==> src/verilog/mips_pkg.sv <==
package mips_pkg;

  // major opcodes, instruction bits 31:26.
  localparam logic [5:0] OP_RTYPE = 6'h00;
  localparam logic [5:0] OP_ADDI  = 6'h08;
  localparam logic [5:0] OP_ADDIU = 6'h09;
  localparam logic [5:0] OP_LUI   = 6'h0f;
  localparam logic [5:0] OP_ORI   = 6'h0d;
  localparam logic [5:0] OP_XORI  = 6'h0e;
  localparam logic [5:0] OP_ANDI  = 6'h0c;
  localparam logic [5:0] OP_LW    = 6'h23;
  localparam logic [5:0] OP_SW    = 6'h2b;
  localparam logic [5:0] OP_BEQ   = 6'h04;
  localparam logic [5:0] OP_BNE   = 6'h05;
  localparam logic [5:0] OP_J     = 6'h02;

  localparam int ALU_CTRL_W = 6;

  // R-type function codes double as ALU codes.
  localparam logic [ALU_CTRL_W-1:0] F_ADD   = 6'b100000;
  localparam logic [ALU_CTRL_W-1:0] F_ADDU  = 6'b100001;
  localparam logic [ALU_CTRL_W-1:0] F_SUB   = 6'b100010;
  localparam logic [ALU_CTRL_W-1:0] F_SUBU  = 6'b100011;
  localparam logic [ALU_CTRL_W-1:0] F_AND   = 6'b100100;
  localparam logic [ALU_CTRL_W-1:0] F_OR    = 6'b100101;
  localparam logic [ALU_CTRL_W-1:0] F_XOR   = 6'b100110;
  localparam logic [ALU_CTRL_W-1:0] F_NOR   = 6'b100111;
  localparam logic [ALU_CTRL_W-1:0] F_SLT   = 6'b101010;
  localparam logic [ALU_CTRL_W-1:0] F_SLTU  = 6'b101011;
  localparam logic [ALU_CTRL_W-1:0] F_SLL   = 6'b000000;
  localparam logic [ALU_CTRL_W-1:0] F_SRL   = 6'b000010;
  localparam logic [ALU_CTRL_W-1:0] F_SRA   = 6'b000011;
  localparam logic [ALU_CTRL_W-1:0] F_SLLV  = 6'b000100;
  localparam logic [ALU_CTRL_W-1:0] F_SRLV  = 6'b000110;
  localparam logic [ALU_CTRL_W-1:0] F_SRAV  = 6'b000111;
  localparam logic [ALU_CTRL_W-1:0] F_JR    = 6'b001000;

  // these ALU codes have no function code behind them.
  localparam logic [ALU_CTRL_W-1:0] F_LUI   = 6'b111100;
  localparam logic [ALU_CTRL_W-1:0] F_ROTR  = 6'b111110;
  localparam logic [ALU_CTRL_W-1:0] F_ROTRV = 6'b111111;

  // word addresses; registers sit at 0 to 31.
  localparam logic [5:0] ADR_INSTR  = 6'h20;
  localparam logic [5:0] ADR_STATUS = 6'h21;

  localparam int ST_ZERO    = 0;
  localparam int ST_JR      = 1;
  localparam int ST_ILLEGAL = 2;

endpackage

==> src/verilog/alu_control.sv <==
`timescale 1ns/100ps

module alu_control
  import mips_pkg::*;
(
  input  logic [5:0]            i_alu_op,
  input  logic [5:0]            i_func,
  input  logic                  i_r_field,
  output logic [ALU_CTRL_W-1:0] o_alu_ctrl,
  output logic                  o_shamt_src,
  output logic                  o_jr,
  output logic                  o_legal
);

  always_comb
  begin
    o_alu_ctrl  = '0;
    o_shamt_src = 1'b0;
    o_jr        = 1'b0;
    o_legal     = 1'b1;
    case (i_alu_op)
      OP_ADDI, OP_ADDIU, OP_LW, OP_SW:
        o_alu_ctrl = F_ADD;
      OP_BEQ, OP_BNE:
        o_alu_ctrl = F_SUB;
      OP_ORI:
        o_alu_ctrl = F_OR;
      OP_XORI:
        o_alu_ctrl = F_XOR;
      OP_ANDI:
        o_alu_ctrl = F_AND;
      OP_LUI:
        o_alu_ctrl = F_LUI;
      OP_RTYPE:
      begin
        case (i_func)
          F_ADD, F_ADDU, F_SUB, F_SUBU, F_AND, F_OR, F_XOR, F_NOR,
          F_SLT, F_SLTU, F_SLLV, F_SRAV:
            o_alu_ctrl = i_func;
          F_SRLV:
            o_alu_ctrl = i_r_field ? F_ROTRV : i_func;
          F_SLL, F_SRA:
          begin
            o_alu_ctrl  = i_func;
            o_shamt_src = 1'b1;
          end
          F_SRL:
          begin
            // the rotate bit turns a logical shift right into rotr.
            o_alu_ctrl  = i_r_field ? F_ROTR : i_func;
            o_shamt_src = 1'b1;
          end
          F_JR:
          begin
            o_alu_ctrl = i_func;
            o_jr       = 1'b1;
          end
          default:
            o_legal = 1'b0;
        endcase
      end
      // j and anything unlisted land here.
      default:
        o_legal = 1'b0;
    endcase
  end

endmodule

==> src/verilog/instr_decode.sv <==
`timescale 1ns/100ps

module instr_decode
  import mips_pkg::*;
(
  input  logic [31:0] i_instr,
  output logic [5:0]  o_opcode,
  output logic [5:0]  o_func,
  output logic        o_r_field,
  output logic [4:0]  o_rs,
  output logic [4:0]  o_rt,
  output logic [4:0]  o_shamt,
  output logic [31:0] o_imm,
  output logic        o_use_imm,
  output logic [4:0]  o_wr_addr,
  output logic        o_wr_req
);

  logic        is_rtype;
  logic        is_logic_imm;
  logic        is_wb_imm;
  logic [15:0] imm16;

  assign o_opcode = i_instr[31:26];
  assign o_func   = i_instr[5:0];
  assign o_rs     = i_instr[25:21];
  assign o_rt     = i_instr[20:16];
  assign o_shamt  = i_instr[10:6];
  assign imm16    = i_instr[15:0];

  // rotr keeps the flag in the unused rs field, rotrv in the unused shamt field.
  assign o_r_field = (o_func == F_SRL) ? i_instr[21] : i_instr[6];

  assign is_rtype     = (o_opcode == OP_RTYPE);
  assign is_logic_imm = (o_opcode == OP_ANDI) || (o_opcode == OP_ORI) ||
                        (o_opcode == OP_XORI);
  assign is_wb_imm    = is_logic_imm || (o_opcode == OP_ADDI) ||
                        (o_opcode == OP_ADDIU) || (o_opcode == OP_LUI);

  always_comb
  begin
    if (is_logic_imm)
      o_imm = {16'h0000, imm16};
    else
      o_imm = {{16{imm16[15]}}, imm16};
  end

  // branches compare rs against rt, so they keep rt as operand b.
  assign o_use_imm = is_wb_imm || (o_opcode == OP_LW) || (o_opcode == OP_SW);

  assign o_wr_addr = is_rtype ? i_instr[15:11] : o_rt;
  assign o_wr_req  = is_rtype || is_wb_imm;

endmodule

==> src/verilog/alu.sv <==
`timescale 1ns/100ps

module alu
  import mips_pkg::*;
(
  input  logic [ALU_CTRL_W-1:0] i_alu_ctrl,
  input  logic [31:0]           i_rs_val,
  input  logic [31:0]           i_rt_val,
  input  logic [31:0]           i_imm,
  input  logic                  i_use_imm,
  input  logic [4:0]            i_shamt,
  input  logic                  i_shamt_src,
  output logic [31:0]           o_result,
  output logic                  o_zero
);

  logic [31:0] op_a;
  logic [31:0] op_b;
  logic [4:0]  shift_amt;
  logic [63:0] rot_full;

  assign op_a      = i_rs_val;
  assign op_b      = i_use_imm ? i_imm : i_rt_val;
  assign shift_amt = i_shamt_src ? i_shamt : i_rs_val[4:0];

  // rotating right is a right shift of the doubled word.
  assign rot_full = {i_rt_val, i_rt_val} >> shift_amt;

  always_comb
  begin
    case (i_alu_ctrl)
      F_ADD, F_ADDU:
        o_result = op_a + op_b;
      F_SUB, F_SUBU:
        o_result = op_a - op_b;
      F_AND:
        o_result = op_a & op_b;
      F_OR:
        o_result = op_a | op_b;
      F_XOR:
        o_result = op_a ^ op_b;
      F_NOR:
        o_result = ~(op_a | op_b);
      F_SLT:
        o_result = {31'd0, $signed(op_a) < $signed(op_b)};
      F_SLTU:
        o_result = {31'd0, op_a < op_b};
      F_SLL, F_SLLV:
        o_result = i_rt_val << shift_amt;
      F_SRL, F_SRLV:
        o_result = i_rt_val >> shift_amt;
      F_SRA, F_SRAV:
        o_result = $unsigned($signed(i_rt_val) >>> shift_amt);
      F_ROTR, F_ROTRV:
        o_result = rot_full[31:0];
      F_LUI:
        o_result = {i_imm[15:0], 16'h0000};
      default:
        o_result = 32'h0000_0000;
    endcase
  end

  assign o_zero = (o_result == 32'h0000_0000);

endmodule

==> src/verilog/reg_file.sv <==
`timescale 1ns/100ps

module reg_file
(
  input  logic        i_clk,
  input  logic        i_rst_n,
  input  logic [4:0]  i_rd_addr_a,
  input  logic [4:0]  i_rd_addr_b,
  output logic [31:0] o_rd_data_a,
  output logic [31:0] o_rd_data_b,
  input  logic        i_we,
  input  logic [4:0]  i_wr_addr,
  input  logic [31:0] i_wr_data
);

  logic [31:0] regs [32];

  // the host expects every register to read back zero after reset.
  always_ff @(posedge i_clk)
  begin
    if (!i_rst_n)
    begin
      for (int i = 0; i < 32; i++)
        regs[i] <= 32'h0000_0000;
    end
    else if (i_we && (i_wr_addr != 5'd0))
    begin
      regs[i_wr_addr] <= i_wr_data;
    end
  end

  assign o_rd_data_a = (i_rd_addr_a == 5'd0) ? 32'h0000_0000 : regs[i_rd_addr_a];
  assign o_rd_data_b = (i_rd_addr_b == 5'd0) ? 32'h0000_0000 : regs[i_rd_addr_b];

endmodule

==> src/verilog/exec_bus_ctrl.sv <==
`timescale 1ns/100ps

module exec_bus_ctrl
  import mips_pkg::*;
(
  input  logic        i_clk,
  input  logic        i_rst_n,
  input  logic        i_wb_cyc,
  input  logic        i_wb_stb,
  input  logic        i_wb_we,
  input  logic [5:0]  i_wb_adr,
  input  logic [31:0] i_wb_dat,
  output logic        o_wb_ack,
  output logic [31:0] o_wb_dat,
  output logic [31:0] o_instr,
  input  logic [4:0]  i_rs,
  input  logic        i_wr_req,
  input  logic [4:0]  i_wr_addr,
  input  logic        i_legal,
  input  logic        i_jr,
  input  logic [31:0] i_alu_result,
  input  logic        i_zero,
  output logic        o_rf_we,
  output logic [4:0]  o_rf_wr_addr,
  output logic [31:0] o_rf_wr_data,
  output logic [4:0]  o_rf_rd_addr,
  input  logic [31:0] i_rf_rd_data
);

  logic        access;
  logic        host_reg_wr;
  logic        instr_wr;
  logic [2:0]  status_q;
  logic [31:0] status_word;
  logic [31:0] rd_mux;

  // a new access is one that has not been acknowledged yet.
  assign access      = i_wb_cyc && i_wb_stb && !o_wb_ack;
  assign host_reg_wr = access && i_wb_we && !i_wb_adr[5];
  assign instr_wr    = access && i_wb_we && (i_wb_adr == ADR_INSTR);

  assign o_instr = i_wb_dat;

  // the host write wins the port, an instruction only writes back when it retires cleanly.
  assign o_rf_we      = host_reg_wr || (instr_wr && i_wr_req && i_legal && !i_jr);
  assign o_rf_wr_addr = host_reg_wr ? i_wb_adr[4:0] : i_wr_addr;
  assign o_rf_wr_data = host_reg_wr ? i_wb_dat : i_alu_result;

  assign o_rf_rd_addr = (i_wb_cyc && i_wb_stb && !i_wb_we) ? i_wb_adr[4:0] : i_rs;

  always_comb
  begin
    status_word             = 32'h0000_0000;
    status_word[ST_ZERO]    = status_q[ST_ZERO];
    status_word[ST_JR]      = status_q[ST_JR];
    status_word[ST_ILLEGAL] = status_q[ST_ILLEGAL];
  end

  always_comb
  begin
    if (!i_wb_adr[5])
      rd_mux = i_rf_rd_data;
    else if (i_wb_adr == ADR_STATUS)
      rd_mux = status_word;
    else
      rd_mux = 32'h0000_0000;
  end

  always_ff @(posedge i_clk)
  begin
    if (!i_rst_n)
    begin
      o_wb_ack <= 1'b0;
      o_wb_dat <= 32'h0000_0000;
      status_q <= 3'b000;
    end
    else
    begin
      o_wb_ack <= access;
      if (access && !i_wb_we)
        o_wb_dat <= rd_mux;
      if (instr_wr)
      begin
        status_q[ST_ZERO]    <= i_zero;
        status_q[ST_JR]      <= i_jr;
        status_q[ST_ILLEGAL] <= !i_legal;
      end
    end
  end

endmodule

==> src/verilog/mips_exec.sv <==
`timescale 1ns/100ps

module mips_exec
  import mips_pkg::*;
(
  input  logic        i_clk,
  input  logic        i_rst_n,
  input  logic        i_wb_cyc,
  input  logic        i_wb_stb,
  input  logic        i_wb_we,
  input  logic [5:0]  i_wb_adr,
  input  logic [31:0] i_wb_dat,
  output logic        o_wb_ack,
  output logic [31:0] o_wb_dat
);

  logic [31:0]           instr;
  logic [5:0]            opcode;
  logic [5:0]            func;
  logic                  r_field;
  logic [4:0]            rs;
  logic [4:0]            rt;
  logic [4:0]            shamt;
  logic [31:0]           imm;
  logic                  use_imm;
  logic [4:0]            wr_addr;
  logic                  wr_req;
  logic [ALU_CTRL_W-1:0] alu_ctrl;
  logic                  shamt_src;
  logic                  jr;
  logic                  legal;
  logic [31:0]           alu_result;
  logic                  zero;
  logic                  rf_we;
  logic [4:0]            rf_wr_addr;
  logic [31:0]           rf_wr_data;
  logic [4:0]            rf_rd_addr_a;
  logic [31:0]           rf_rd_data_a;
  logic [31:0]           rf_rd_data_b;

  exec_bus_ctrl u_bus_ctrl (
    .i_clk(i_clk), .i_rst_n(i_rst_n),
    .i_wb_cyc(i_wb_cyc), .i_wb_stb(i_wb_stb), .i_wb_we(i_wb_we),
    .i_wb_adr(i_wb_adr), .i_wb_dat(i_wb_dat), .o_wb_ack(o_wb_ack), .o_wb_dat(o_wb_dat),
    .o_instr(instr), .i_rs(rs), .i_wr_req(wr_req), .i_wr_addr(wr_addr),
    .i_legal(legal), .i_jr(jr), .i_alu_result(alu_result), .i_zero(zero),
    .o_rf_we(rf_we), .o_rf_wr_addr(rf_wr_addr), .o_rf_wr_data(rf_wr_data),
    .o_rf_rd_addr(rf_rd_addr_a), .i_rf_rd_data(rf_rd_data_a)
  );

  instr_decode u_decode (
    .i_instr(instr), .o_opcode(opcode), .o_func(func), .o_r_field(r_field),
    .o_rs(rs), .o_rt(rt), .o_shamt(shamt), .o_imm(imm), .o_use_imm(use_imm),
    .o_wr_addr(wr_addr), .o_wr_req(wr_req)
  );

  alu_control u_alu_control (
    .i_alu_op(opcode), .i_func(func), .i_r_field(r_field), .o_alu_ctrl(alu_ctrl),
    .o_shamt_src(shamt_src), .o_jr(jr), .o_legal(legal)
  );

  alu u_alu (
    .i_alu_ctrl(alu_ctrl), .i_rs_val(rf_rd_data_a), .i_rt_val(rf_rd_data_b),
    .i_imm(imm), .i_use_imm(use_imm), .i_shamt(shamt), .i_shamt_src(shamt_src),
    .o_result(alu_result), .o_zero(zero)
  );

  reg_file u_reg_file (
    .i_clk(i_clk), .i_rst_n(i_rst_n),
    .i_rd_addr_a(rf_rd_addr_a), .i_rd_addr_b(rt),
    .o_rd_data_a(rf_rd_data_a), .o_rd_data_b(rf_rd_data_b),
    .i_we(rf_we), .i_wr_addr(rf_wr_addr), .i_wr_data(rf_wr_data)
  );

endmodule

==> config.mk <==
export PLATFORM = sky130hd
export DESIGN_NAME = mips_exec
export DESIGN_NICKNAME = d
export VERILOG_FILES = /design/src/verilog/mips_pkg.sv /design/src/verilog/alu_control.sv /design/src/verilog/instr_decode.sv /design/src/verilog/alu.sv /design/src/verilog/reg_file.sv /design/src/verilog/exec_bus_ctrl.sv /design/src/verilog/mips_exec.sv
export SDC_FILE = /design/constraint.sdc
export NUM_CORES = 2
export LEC_CHECK = 0
export BUFFER_PORTS_ARGS = -buffer_cell sky130_fd_sc_hd__buf_2
export CAP_MARGIN = 20
export CORE_ASPECT_RATIO = 1.4
export CORE_MARGIN = 2
export CORE_UTILIZATION = 38
export CTS_CLUSTER_SIZE = 40
export DETAILED_ROUTE_END_ITERATION = 12
export PLACE_DENSITY = 0.6
export SKIP_LAST_GASP = 1
export SYNTH_ARGS = -nofsm -noshare
export SYNTH_HDL_FRONTEND = slang
export SYNTH_HIERARCHICAL = 1
export SYNTH_SLANG_ARGS = --single-unit
==> constraint.sdc <==
create_clock -name i_clk -period 6.5 [get_ports i_clk]
set_clock_uncertainty 0.05 [all_clocks]
set_input_delay 0.65 -clock i_clk [delete_from_list [all_inputs] [get_ports i_clk]]
set_output_delay 0.65 -clock i_clk [all_outputs]
set_load 0.01 [all_outputs]
; ---- Word-level counts from Yosys, hierarchy flattened
; Memories as Yosys holds them, arrays and structs flattened.
; Cells that the tools add are included.
[totals]
ram_bits = 1024
regBits = 36
inputBits = 43
word_cells = 137
output_inout_bits = 33
memories = 1
[mem_list]
columns = name, words, word_bits, read_ports, rd_ports_with_merged_regs, wr, line
row1 = u_reg_file.regs, 32, 32, 2, 0, 32, reg_file.sv:16  ; logic [31:0] regs [32];
[op_classes]
add_sub_neg = 2
n_shift = 4
magnitude_cmp = 2
reduce_logical = 45
n_mux = 30
eq_ne = 46
bitwise = 4
[ops]
columns = cell, count
row1 = 32-bit case mux with 13 select lines, 1
row2 = 32-bit 2-to-1 mux, 7
row3 = 6-bit equality test (second input constant), 27
row4 = 32-bit less-than comparator, 2
row5 = 64-bit by 5-bit right shift with 32-bit output, 1
row6 = 6-bit by 3-bit equality test with 1-bit output (second input constant), 8
row7 = 6-bit by 4-bit equality test with 1-bit output (second input constant), 7
row8 = 6-bit case mux with 7 select lines, 1
row9 = 32-bit adder, 1
row10 = 32-bit bitwise AND, 1
row11 = 32-bit logical NOT, 1
row12 = 32-bit NOT, 1
row13 = 32-bit OR, 1
row14 = 32-bit OR reduction, 1
row15 = 32-bit by 5-bit << shifter with 32-bit output, 1
row16 = 32-bit by 5-bit right shift with 32-bit output, 1
row17 = 32-bit by 5-bit >>> shifter with 32-bit output, 1
row18 = 32-bit subtractor, 1
row19 = 32-bit XOR, 1
row20 = 5-bit 2-to-1 mux, 5
row21 = 6-bit by 2-bit equality test with 1-bit output (second input constant), 4
row22 = 6-bit logical NOT, 3
row23 = 6-bit case mux with 3 select lines, 1
row24 = 17-bit OR reduction, 1
row25 = other kinds (14), 54

; ---- Longest topological paths before layout
[depth]
ltp_word = 17
mapped_depth = 29
mapped_depth_nobuf = 23

; ---- Modules after synthesis
; The synthesis kept the hierarchy.
[by_module_without_submodules]
columns = module, seq_area_each_um2, area_per_inst_um2, instances, cells_per_inst
row1 = reg_file, 30749.5, 54204.5, 1, 3509
row2 = alu, 0.0, 11352.1, 1, 1628
row3 = exec_bus_ctrl, 720.7, 2298.5, 1, 249
row4 = instr_decode, 0.0, 594.3, 1, 78
row5 = alu_control, 0.0, 261.5, 1, 41

; ---- Least setup slack after synthesis
; Ideal clock, no wire load.
[synth_path]
kind = in2reg
from = input port i_wb_we
to = memory u_reg_file.regs[10][28] (data pin)
n_path_buf = 6
t_arrival_ps = 6104
path_slack_ps = 92
required_time_ps = 6195
setup_ps = 255
path_stages = 24
path_cell_list = nand3b_1 mux2_1 buf_6 buf_6 buf_4 buf_4 mux4_2 o22ai_1 nor3_1 inv_1 ha_1 clkbuf_1 nor2b_1 o311ai_0 nand3_1 a21o_1 o21ai_0 o21ai_0 mux2i_1 a2111oi_0 o21ai_0 mux2_1 clkbuf_1 and2_1
[synth_rtl]
columns = item, line
row1 = start: declaration, mips_exec.sv:10  ; input logic i_wb_we,
row2 = end: declaration, reg_file.sv:16

==> flow_summary.json <==
{
  "status": "finished, violations left",
  "violations": "negative setup slack",
  "critPathSlowestCell": "or4_1",
  "fp-row-count": 184,
  "finalWirelength_um": 305000,
  "slew_headroom_pct": 17.5,
  "cts_buffer_depth": 3,
  "worstMarginPinSlew_ns": 1.23,
  "slowest_delay_ns": 0.49,
  "io_buffers": 75,
  "rr_worst_depth": 24,
  "async_reset_ff_share_pct": 0,
  "ys_warn_count": 6,
  "crit_arrival_ns": 7.03,
  "layout.nets": 6555,
  "synth_cell_type_count": 103,
  "drive_above_1_share_pct": 36.9,
  "cp.required_ns": 6.96,
  "path_max_fanout": 31,
  "antenna_found_initial": 8,
  "yosysTopAreaCell": "edfxtp_1",
  "path_class": "in2reg",
  "reg2reg_slack_ns": 0.11,
  "fin_area_um2": 86000,
  "finalCriticalPeriod_ns": 6.57,
  "cts.sinks": 1060,
  "crit_top_cell": "buf_4",
  "cts_tree": "done",
  "grt.total_usage_pct": 32.2,
  "initial_core_util_pct": 38.3,
  "grt_max_degree": 45,
  "worstSetupStartpoint": "i_wb_we",
  "min_path_type": "in2reg",
  "drt.antenna.violating_nets": 0,
  "synth_flop_cell": "edfxtp_1",
  "cap_violations": 0,
  "dp.cells": 8544,
  "avgSynthCellArea_um2": 12.5,
  "ys_seq_area_share_pct": 45.8,
  "final_cell_mix": "buf_4, edfxtp_1, and2_1",
  "r2r-end": "u_reg_file/regs[7][21]",
  "vias_per_cell": 6.23,
  "peakVddDrop_v": 0.000221,
  "drt_iter0_markers": 6328,
  "netlist.area_leader.share_pct": 44.8,
  "areaGrowthSynthToFinish_pct": 25.2,
  "endpoint_kind": "flip-flop",
  "cp-start-kind": "primary input",
  "power_mw": 23.0,
  "report.final.slew_viol_count": 0,
  "die_y_um": 507,
  "dp_hpwl_um": 220000,
  "synth_area_leaders": "edfxtp_1, mux4_2, and2_1",
  "path_clk_slew_ns": 0.06,
  "drc": 0,
  "cts_buffers": 105,
  "dr.pass1.iters": 8,
  "gr-total-overflow": 0,
  "period_share_pct": 101,
  "cts_max_level": 3,
  "leakage_nw": 33.1,
  "worstReg2RegStart": "u_reg_file/regs[10][4]",
  "place_area_um2": 80300,
  "cp-endpoint": "u_reg_file/regs[7][21]",
  "cts.hold.buffers_added": 0,
  "setup_viol": 55,
  "clk_latency_ns": 0.76,
  "grt_pass1_wl_um": 417000,
  "p_per_area_nw_per_um2": 267,
  "synth_cells": 5505,
  "synth-edff-count": 1024,
  "synth_area_um2": 68700,
  "cts-root-buf": "clkbuf_16",
  "pre_cts_slack_ns": -1.89,
  "fmax_mhz": 152,
  "synth_seq_cells": 1060,
  "drt-wirelength-per-cell_um": 34.5,
  "num_vias": 55000,
  "layout_commonest_cell": "buf_4",
  "core_area_um2": 180000,
  "routabilityCongestion": 1.08,
  "finalNonFillerCells": 8829,
  "io_pins": 76,
  "rsz0062_at_grt": "true",
  "worst_slack_ns": -0.0666,
  "dieWidth_um": 363,
  "grt_pass1_vias": 55100,
  "die_area_um2": 184000,
  "finalHoldViolations": 0
}
## worst min path at each step
| stage | cells after the start | to | start |
|---|---|---|---|
| 4_1_cts | 2 | u_bus_ctrl/o_wb_ack | i_wb_cyc |
| 3_5_place_dp | 2 | u_bus_ctrl/o_wb_dat[6] | u_bus_ctrl/o_wb_dat[6] |
| 2_1_floorplan | 2 | u_bus_ctrl/status_q[0] | u_bus_ctrl/status_q[0] |
| 3_3_place_gp | 2 | u_bus_ctrl/o_wb_dat[16] | u_bus_ctrl/o_wb_dat[16] |
| 6_report | 2 | u_bus_ctrl/o_wb_ack | i_wb_cyc |
| 5_1_grt | 2 | u_bus_ctrl/o_wb_ack | i_wb_cyc |
## state kept, by name, summed over array words and instances, names as in the netlist
register	cells
u_bus_ctrl/status_q	3
u_bus_ctrl/o_wb_ack	1
u_reg_file/regs	1024
u_bus_ctrl/o_wb_dat	32
## through the flow
step	TNS [ns]	utilization, %	hold WS (ns)
CTS	-0.142	47.0	0.199
finish	-2.10	47.9	0.219
detailed placement	-911.85	44.7	0.389
global route	-1.12	47.9	0.230
global placement	-960.05	44.7	0.385
floorplan	0	-	0.385
## critical path, delay by kind of cell
kind	cells	cell delay (ns)
multiplexers	4	1.37
adder cells (fa/ha/maj)	1	0.18
AND/OR/NAND/NOR	6	1.65
AO/OA/AOI/OAI	5	1.01
XOR/XNOR	1	0.15
buffers and inverters	12	1.97
## where the power goes
part           internal [mW]  switching (mW)  total [mW]
logic                   3.86            5.05        8.90
registers               7.72           0.135        7.85
clock network           3.45            2.80        6.25
total                   15.0            7.99        23.0
## logic make-up after synthesis
kind of cell / count (synthesis) / synth area share (%)
buf+inv: 755 / 5.36
compound gates: 899 / 9.33
other cells: 1 / 0.00546
mux: 880 / 22.4
fa+ha+maj: 98 / 1.81
simple gates: 1759 / 14.6
flops: 1060 / 45.8
xor+xnor: 53 / 0.676
## synthesized netlist by cell type (all sizes together) (105+ instances only)
| cell type | instances |
|---|---|
| nor2 | 184 |
| a21oi | 119 |
| mux4 | 513 |
| o22ai | 105 |
| edfxtp | 1024 |
| inv | 127 |
| nand2 | 218 |
| clkbuf | 361 |
| buf | 265 |
| mux2i | 276 |
| o21ai | 131 |
| and2 | 1004 |
| nor3 | 106 |
## layer usage
layer,GRT usage [%],vias to the layer above,share of wire (%)
met3,5.41,1104,8.4
met2,55.2,3480,49
met4,26.4,6,10
li1,-,22800,-
met5,0,-,0.015
met1,35.0,27600,33
## repair_timing
action / in CTS / in global routing
buffers inserted: 12 / 64
cloned: 7 / 6
pin swaps: 11 / 55
setup endpoints to repair: 614 / 586
resized for setup: 77 / 186
## final cells by class
type	count	area, um2
antenna	4	10.0
clock inverter	63	702
sequential	1060	31500
clock buffer	130	2740
multi-input combinational	3724	35500
fill	15900	93500
inverter	129	484
timing repair buffer	1394	12200
tap	2325	2910
(Power assumes the default switching activity.)
